**src/ram512k_consts.svh**
```systemverilog
// Control byte tag, block scheme codes, shadow bank and reset values of the 512K RAM card
`ifndef RAM512K_CONSTS_SVH
`define RAM512K_CONSTS_SVH

// Top two bits of a control byte written to the bank register
`define RAM_CTRL_TAG        2'b11

// 64K bank that holds the shadow copy of the internal RAM in 464 mode
`define RAM_SHADOW_BANK     3'b011

// Block switching schemes held in the low three bits of the control byte
`define RAM_SCHEME_C0       3'b000
`define RAM_SCHEME_C1       3'b001
`define RAM_SCHEME_C2       3'b010
`define RAM_SCHEME_C3       3'b011
`define RAM_SCHEME_C4       3'b100
`define RAM_SCHEME_C5       3'b101
`define RAM_SCHEME_C6       3'b110
`define RAM_SCHEME_C7       3'b111

// Chip select level that leaves the access to the internal RAM
`define RAM_INTERNAL        1'b1

// Values loaded while reset_b is low
`define RAM_BANK_RESET      3'b000
`define RAM_SCHEME_RESET    `RAM_SCHEME_C0
`define RAM_MREQ_B_RESET    1'b1
`define RAM_READY_RESET     1'b1
`define RAM_ADR15_HOLD_RESET 1'b0

`endif
```
**src/ram_map_pkg.sv**
```systemverilog
// Types for the bank register, the memory write FSM states and the RAM side outputs
`default_nettype none

package ram_map_pkg;

  // Contents of the bank select register
  // The bank picks one of eight 64K banks of the expansion
  // The scheme picks how the four 16K quarters map onto that bank
  // mode3 is decoded at the register so the mapper gets it straight from a flop
  typedef struct packed {
    logic [2:0] bank;
    logic [2:0] scheme;
    logic       mode3;
  } bank_sel_t;

  // States of the memory write FSM
  // The codes of T1 and T2 differ in one bit so the write window decodes cleanly
  typedef enum logic [1:0] {
    IDLE = 2'b00,
    T1   = 2'b01,
    T2   = 2'b11
  } wr_state_t;

  // Outputs toward the SRAM and the host bus
  // ramcs_b selects the expansion SRAM and ramdis disables the internal RAM
  // ramadrhi carries the bank and the 16K block, which form SRAM address bits 18 to 14
  // The two overdrive fields enable the drivers that pull rd_b low and force adr15 high
  typedef struct packed {
    logic       ramcs_b;
    logic       ramdis;
    logic [4:0] ramadrhi;
    logic       rd_overdrive;
    logic       adr15_overdrive;
  } ram_ctrl_t;

endpackage

`default_nettype wire

```
**src/cpc_bus_pkg.sv**
```systemverilog
// Types for the Z80 bus inputs seen by the card and for its configuration straps
`default_nettype none

package cpc_bus_pkg;

  // Z80 bus signals sampled by the card on the rising edge of clk
  // Only the two top address bits reach the card
  // The data byte is split into the tag and bank field and the scheme field
  typedef struct packed {
    logic       mreq_b;
    logic       iorq_b;
    logic       wr_b;
    logic       rfsh_b;
    logic       m1_b;
    logic       adr15;
    logic       adr14;
    // Data bits 7 to 3 hold the tag in 4:3 and the 64K bank in 2:0
    logic [4:0] data_top;
    // Data bits 2 to 0 hold the block scheme
    logic [2:0] data_low;
  } cpu_bus_t;

  // Static straps that choose how the card behaves in the host
  // overdrive_mode is set for a 464 host, clear for a 6128 host
  // shadow_mode enables the partial shadow copy of the internal RAM
  typedef struct packed {
    logic overdrive_mode;
    logic shadow_mode;
  } card_mode_t;

endpackage

`default_nettype wire

```
**src/ram512k_top.sv**
```systemverilog
// Top level of the 512K RAM card control with bank register, write FSM and mapper
`timescale 1ns/10ps
`default_nettype none

module ram512k_top (
  input  logic                      clk,
  input  logic                      reset_b,
  input  cpc_bus_pkg::cpu_bus_t     bus,
  input  cpc_bus_pkg::card_mode_t   mode,
  input  logic                      ready,
  input  logic                      ramrd_b,
  output ram_map_pkg::ram_ctrl_t    ctrl,
  output logic                      ramwe_b,
  output logic                      ramoe_b
);

  ram_map_pkg::bank_sel_t sel;
  logic                   mwr_cyc;

  bank_select_reg bank_select_reg_i (
    .clk     (clk),
    .reset_b (reset_b),
    .bus     (bus),
    .mode    (mode),
    .sel     (sel)
  );

  // The read overdrive feeds back so a pulled rd_b cannot start a new cycle
  mem_write_fsm mem_write_fsm_i (
    .clk          (clk),
    .reset_b      (reset_b),
    .bus          (bus),
    .ready        (ready),
    .rd_overdrive (ctrl.rd_overdrive),
    .mwr_cyc      (mwr_cyc)
  );

  ram_mapper ram_mapper_i (
    .clk     (clk),
    .reset_b (reset_b),
    .bus     (bus),
    .mode    (mode),
    .sel     (sel),
    .mwr_cyc (mwr_cyc),
    .ctrl    (ctrl)
  );

  // SRAM strobes come straight from the host, with the chip select gating them
  assign ramwe_b = bus.wr_b;
  assign ramoe_b = ramrd_b;

endmodule

`default_nettype wire

```
**src/ram_mapper.sv**
```systemverilog
// Block mapper from scheme and CPU address to SRAM chip select, high address and overdrives
`timescale 1ns/10ps
`default_nettype none
`include "ram512k_consts.svh"

module ram_mapper (
  input  logic                      clk,
  input  logic                      reset_b,
  input  cpc_bus_pkg::cpu_bus_t     bus,
  input  cpc_bus_pkg::card_mode_t   mode,
  input  ram_map_pkg::bank_sel_t    sel,
  input  logic                      mwr_cyc,
  output ram_map_pkg::ram_ctrl_t    ctrl
);

  logic       adr15_hold;
  logic [1:0] quad;
  logic [1:0] held_quad;
  logic       miss_cs_b;
  logic       exp_hit;
  logic       cs_sel_b;
  logic [4:0] adrhi;

  // adr15 follows the bus while mreq_b is high and is frozen for the memory cycle
  // In C3 the card forces adr15 high itself, so the decode must use the value seen before
  always_ff @(posedge clk) begin
    if (!reset_b) begin
      adr15_hold <= `RAM_ADR15_HOLD_RESET;
    end else if (bus.mreq_b) begin
      adr15_hold <= bus.adr15;
    end
  end

  assign quad      = {bus.adr15, bus.adr14};
  assign held_quad = {adr15_hold, bus.adr14};

  // An access that misses the expansion goes to internal RAM in normal mode
  // In shadow mode it is also written into the shadow bank so reads can be served later
  assign miss_cs_b = mode.shadow_mode ? !mwr_cyc : `RAM_INTERNAL;

  // Scheme table
  // Each hit selects the SRAM and the block within the bank held in sel
  always_comb begin
    exp_hit  = 1'b0;
    cs_sel_b = miss_cs_b;
    adrhi    = {`RAM_SHADOW_BANK, quad};
    case (sel.scheme)
      // Top quarter only
      `RAM_SCHEME_C1: begin
        if (quad == 2'b11) begin
          exp_hit  = 1'b1;
          cs_sel_b = 1'b0;
          adrhi    = {sel.bank, 2'b11};
        end
      end
      // Whole 64K bank replaces the internal RAM
      `RAM_SCHEME_C2: begin
        exp_hit  = 1'b1;
        cs_sel_b = 1'b0;
        adrhi    = {sel.bank, quad};
      end
      // Top quarter from the expansion and internal block 3 seen at 0x4000
      `RAM_SCHEME_C3: begin
        if (held_quad == 2'b11) begin
          exp_hit  = 1'b1;
          cs_sel_b = 1'b0;
          adrhi    = {sel.bank, 2'b11};
        end else if (mode.shadow_mode && (held_quad == 2'b01)) begin
          // The internal block 3 copy lives in the shadow bank and is read from there
          cs_sel_b = 1'b0;
          adrhi    = {`RAM_SHADOW_BANK, 2'b11};
        end
      end
      // One block of the bank appears in the second quarter
      `RAM_SCHEME_C4, `RAM_SCHEME_C5, `RAM_SCHEME_C6, `RAM_SCHEME_C7: begin
        if (quad == 2'b01) begin
          exp_hit  = 1'b1;
          cs_sel_b = 1'b0;
          adrhi    = {sel.bank, sel.scheme[1:0]};
        end
      end
      // C0 keeps every quarter on the default mapping
      default: begin
        exp_hit  = 1'b0;
      end
    endcase
  end

  // The SRAM is only selected inside a real memory cycle and never during refresh
  assign ctrl.ramcs_b  = cs_sel_b | bus.mreq_b | !bus.rfsh_b;
  assign ctrl.ramdis   = !cs_sel_b;
  assign ctrl.ramadrhi = adrhi;

  // A 464 has no ramdis input, so the card holds rd_b low to keep the
  // internal RAM from writing the same byte
  assign ctrl.rd_overdrive = mode.overdrive_mode & exp_hit & mwr_cyc;

  // In C3 the 464 must see adr15 high at 0x4000 so internal block 3 is protected
  // With shadow RAM only writes need it since reads come from the shadow bank
  always_comb begin
    if (mode.shadow_mode) begin
      ctrl.adr15_overdrive = mode.overdrive_mode & sel.mode3 & bus.adr14 & mwr_cyc;
    end else begin
      ctrl.adr15_overdrive = mode.overdrive_mode & sel.mode3 & bus.adr14 & !bus.mreq_b;
    end
  end

endmodule

`default_nettype wire

```
**src/mem_write_fsm.sv**
```systemverilog
// Memory write FSM that flags the write window of a CPU memory cycle
`timescale 1ns/10ps
`default_nettype none
`include "ram512k_consts.svh"

module mem_write_fsm (
  input  logic                    clk,
  input  logic                    reset_b,
  input  cpc_bus_pkg::cpu_bus_t   bus,
  input  logic                    ready,
  input  logic                    rd_overdrive,
  output logic                    mwr_cyc
);

  ram_map_pkg::wr_state_t state;
  ram_map_pkg::wr_state_t state_next;
  logic                   mreq_b_q;
  logic                   ready_q;
  logic                   cyc_start;

  // Previous mreq_b and ready, so a falling mreq_b edge and a late ready can be seen
  always_ff @(posedge clk) begin
    if (!reset_b) begin
      mreq_b_q <= `RAM_MREQ_B_RESET;
      ready_q  <= `RAM_READY_RESET;
    end else begin
      mreq_b_q <= bus.mreq_b;
      ready_q  <= ready;
    end
  end

  // A cycle starts on the first edge with mreq_b low after it was seen high
  // Refresh and opcode fetch cycles never start a write window
  // The card's own read overdrive also blocks a start while it is active
  assign cyc_start = !bus.mreq_b && mreq_b_q && bus.rfsh_b && bus.m1_b && !rd_overdrive;

  always_comb begin
    state_next = state;
    case (state)
      ram_map_pkg::IDLE: begin
        if (cyc_start) begin
          state_next = ram_map_pkg::T1;
        end
      end
      // Wait states stretch T1 until the registered ready comes back high
      ram_map_pkg::T1: begin
        if (ready_q) begin
          state_next = ram_map_pkg::T2;
        end
      end
      // The last half of the cycle always ends after one edge
      ram_map_pkg::T2: begin
        state_next = ram_map_pkg::IDLE;
      end
      default: begin
        state_next = ram_map_pkg::IDLE;
      end
    endcase
  end

  always_ff @(posedge clk) begin
    if (!reset_b) begin
      state <= ram_map_pkg::IDLE;
    end else begin
      state <= state_next;
    end
  end

  // The write window covers both busy states
  assign mwr_cyc = (state == ram_map_pkg::T1) || (state == ram_map_pkg::T2);

endmodule

`default_nettype wire

```
**src/bank_select_reg.sv**
```systemverilog
// Bank select register with control byte decode, shadow bank alias and C3 predecode
`timescale 1ns/10ps
`default_nettype none
`include "ram512k_consts.svh"

module bank_select_reg (
  input  logic                      clk,
  input  logic                      reset_b,
  input  cpc_bus_pkg::cpu_bus_t     bus,
  input  cpc_bus_pkg::card_mode_t   mode,
  output ram_map_pkg::bank_sel_t    sel
);

  logic       io_wr;
  logic [2:0] bank_in;
  logic [2:0] bank_next;
  logic [2:0] scheme_in;

  // The register sits at any I/O address with adr15 low, as 0x7Fxx in the host map
  // Only bytes whose top two bits carry the tag are meant for this card
  assign io_wr = !bus.iorq_b && !bus.wr_b && !bus.adr15 &&
                 (bus.data_top[4:3] == `RAM_CTRL_TAG);

  assign bank_in   = bus.data_top[2:0];
  assign scheme_in = bus.data_low;

  // In shadow mode the shadow bank must not be reachable by the CPU as a normal bank
  // A request for it is moved to the bank with the middle bit cleared
  always_comb begin
    bank_next = bank_in;
    if (mode.shadow_mode && (bank_in == `RAM_SHADOW_BANK)) begin
      bank_next = {bank_in[2], 1'b0, bank_in[0]};
    end
  end

  // The new mapping is used from the cycle that follows the write edge
  always_ff @(posedge clk) begin
    if (!reset_b) begin
      sel.bank   <= `RAM_BANK_RESET;
      sel.scheme <= `RAM_SCHEME_RESET;
      sel.mode3  <= 1'b0;
    end else if (io_wr) begin
      sel.bank   <= bank_next;
      sel.scheme <= scheme_in;
      // C3 needs the held adr15 and the overdrive of adr15 so flag it here
      sel.mode3  <= (scheme_in == `RAM_SCHEME_C3);
    end
  end

endmodule

`default_nettype wire

```
**config.mk**
```make
export PLATFORM = sky130hd
export DESIGN_NAME = ram512k_top
export DESIGN_NICKNAME = d
export VERILOG_FILES = /design/src/ram_map_pkg.sv /design/src/cpc_bus_pkg.sv /design/src/ram512k_top.sv /design/src/ram_mapper.sv /design/src/mem_write_fsm.sv /design/src/bank_select_reg.sv
export VERILOG_INCLUDE_DIRS = /design/src
export SDC_FILE = /design/constraint.sdc
export NUM_CORES = 1
export LEC_CHECK = 0
export BUFFER_PORTS_ARGS = -buffer_cell sky130_fd_sc_hd__buf_4
export CAP_MARGIN = 20
export CORE_MARGIN = 2
export CORE_UTILIZATION = 25
export CTS_CLUSTER_SIZE = 20
export DETAILED_ROUTE_END_ITERATION = 12
export GPL_ROUTABILITY_DRIVEN = 0
export PLACE_DENSITY = 0.59
export SETUP_SLACK_MARGIN = 0.15
export SLEW_MARGIN = 20
export SYNTH_ARGS = -nofsm -noshare
export SYNTH_HDL_FRONTEND = slang
export SYNTH_SLANG_ARGS = --single-unit
```
**constraint.sdc**
```tcl
create_clock -name clk -period 2.9 [get_ports clk]
set_input_delay 0.435 -clock clk [delete_from_list [all_inputs] [get_ports clk]]
set_output_delay 0.435 -clock clk [all_outputs]
set_load 0.01 [all_outputs]
```
==> impl_metrics.yaml <==
outcome:
  run_status: "complete, no violations"
yosys:
  synth_top_family_by_area: "compound AO/OA/AOI/OAI gates"
  synth_largest_area_cell: "dfxtp_1"
  synth.top_cells.by_count: "dfxtp_1, o21ai_0, a21oi_1"
  syn-num-nets: 106
  yosys.area_share.simple: 0.250
  synthMuxAreaShare: 0.0148
  synth-edff-count: 0
  synth.distinct_cells: 33
  avgSynthCellArea_um2: 7.93
  synth_area_um2: 674
  yosys-top-cells-area: "dfxtp_1, o21ai_0, a21oi_1"
  synth_compound_area_frac: 0.297
  ys_seq_area_frac: 0.356
  ys.flop_type: "dfxtp_1"
  yosys.area_share.adder: 0
  ys_warn_count: 0
  async_flop_share: 0
  ys_ff_latch: 12
  synth_cells: 85
  synth_top_area_share: 0.356
  synth_xor_area_frac: 0
routing:
  drt-initial-drc-count: 20
  dr.pass1.iters: 4
  routed_via_density: 4.98
  drc: 0
  finalWirelength_mm: 1.69
  post_drt_wl_per_cell_um: 11.9
  dr_total_vias: 707
  ant_nets: 0
power_and_ir_drop:
  p_per_area_nw_per_um2: 383
  leakage_nw: 0.350
  peakVddDrop_mv: 0.183
grt:
  grt_usage: 0.114
  grt_max_degree: 14
  grt_first_pass_wirelength_mm: 2.82
  overflow: 0
  antenna_found_initial: 0
  grt_pass1_vias: 618
die:
  die_w_um: 55.9
  initial_core_util: 0.267
  die-height_um: 55.9
  fp.dieArea_um2: 3130
  core_area_um2: 2520
  ioPinCount: 32
  rows: 18
sta:
  drv_slew: 0
  finalSetupViolCount: 0
  period_share: 0.668
  finClkSkew_ps: 0.0837
  rsz0062_at_grt: "no"
  finalHoldViolCount: 0
  finalCriticalPeriod_ps: 1940
  fmax_mhz: 516
  setup_tns_ps: 0
  slew-limit-headroom: 0.805
  tightest_slew_ps: 292
  hold_ws_ps: 341
worst_setup_path:
  rrSetupSlack_ps: 2050
  endpoint_kind: "output port"
  crit_path_start_kind: "flop"
  slowest_stage: "dfxtp_1"
  rr_startpoint: "bank_select_reg_i.sel[3]"
  critPathMaxFanout: 10
  critPathArrivalTime_ps: 1500
  critPathKind: "reg -> out"
  r2r_cells: 2
  r2r-end: "bank_select_reg_i.sel[3]"
  slowest_delay_ps: 490
  crit_required_ps: 2470
  worstPathCellList: "nand3b_1 -> o211a_1 -> a211oi_1 -> buf_4"
worst_hold_path:
  min_path_type: "in -> reg"
  holdPathEnd: "mem_write_fsm_i.mreq_b_q"
  min_from: "reset_b"
  hold_depth: 2
clock_network:
  cts_hold_buf: 0
  cts_tree: "built"
  cts_made_buffers: 3
  cts_resized: 0
  root_buffer: "clkbuf_4"
  clock_path_buffers: 2
  clkLatencyLatePin_ps: 270
  htree_levels: 1
  path_clk_slew_ps: 70
  post_cts_buffers: 0
  cts_sinks: 12
flow_run:
  maxCapViolations: 0
final_layout:
  syn_to_final_growth_pct: 37.8
  nNetsFinal: 134
  drive_gt1_frac: 0.321
  n_antenna_cell: 0
place:
  dp_hpwl_mm: 1.38
  io_buffers: 29
placed cells by master (no fill, tap or decap), types with 2 or more instances in the layout:
cell        n
nor2b_1     2
inv_1       3
a21oi_1    11
a211oi_1    2
nand3_1     6
clkbuf_4    3
nand2b_1    3
buf_4      29
nor3_1      2
nand2_1     4
nand4bb_1   2
dfxtp_1    12
o21ai_0    12
a31oi_1     2
worst max-delay path: cells and delay by family, from the launching register on:
kind / cells / cell delay (ps)
DFF: 1 / 490
AOI/OAI and AO/OA: 2 / 380
and+or+nand+nor: 1 / 210
buffers and inverters: 1 / 160
cell families after synthesis:
kind of cell / count (synthesis)
buffers and inverters: 11
AND/OR/NAND/NOR: 27
flip-flops: 12
multiplexers: 1
AO/OA/AOI/OAI: 34
registers in the layout, summed over array words and instances, names as in the netlist:
register                  count
mem_write_fsm_i.ready_q       1
mem_write_fsm_i.mreq_b_q      1
ram_mapper_i.adr15_hold       1
mem_write_fsm_i.state         2
bank_select_reg_i.sel         7
through the flow:
step / util / cells / worst slack [ps] / total power [mW] / cell area, µm²
global placement: 0.354 / 138 / 1130 / 0.229 / 893
CTS: 0.369 / 142 / 944 / 0.360 / 930
finish: 0.369 / 142 / 962 / 0.356 / 930
floorplan: - / 85 / 1330 / 0.198 / 674
global route: 0.369 / 142 / 819 / 0.372 / 930
detailed placement: 0.354 / 138 / 1100 / 0.230 / 893
where the power goes:
| group | switching, mW | internal (mW) |
|---|---|---|
| Sequential | 0.00315 | 0.169 |
| Combinational | 0.0242 | 0.0295 |
| Clock | 0.0538 | 0.0764 |
| Total | 0.0812 | 0.275 |
final cells by class:
| class | instances | area (µm²) |
|---|---|---|
| well taps | 30 | 37.5 |
| inverters | 5 | 18.8 |
| multi-input cells | 62 | 379 |
| flip-flops and latches | 12 | 240 |
| clock buffers | 4 | 36.3 |
| fillers | 268 | 1590 |
| repair buffers | 29 | 218 |
routing by layer:
layer / GRT usage / part of all wire / wire, µm / up-vias
met1: 0.169 / 0.51 / 869 / 302
met3: 0.0256 / 0.079 / 133 / 5
met4: 0.0612 / 0.019 / 32 / 0
met2: 0.148 / 0.39 / 658 / 30
met5: 0 / 0 / 0 / -
li1: - / - / - / 370
worst max path at each step:
| stage | from | endpoint | slack (ps) | depth (start not counted) |
|---|---|---|---|---|
| 6_report | bank_select_reg_i.sel[3] | ctrl[6] | 960 | 4 |
| 5_1_grt | bank_select_reg_i.sel[3] | ctrl[6] | 820 | 4 |
| 4_1_cts | bank_select_reg_i.sel[3] | ctrl[6] | 940 | 4 |
| 3_5_place_dp | bus[9] | ctrl[6] | 1100 | 5 |
| 3_3_place_gp | bus[9] | ctrl[6] | 1130 | 5 |
| 2_1_floorplan | bus[9] | ctrl[6] | 1330 | 3 |
No activity file was read; power rests on OpenSTA's default activity.
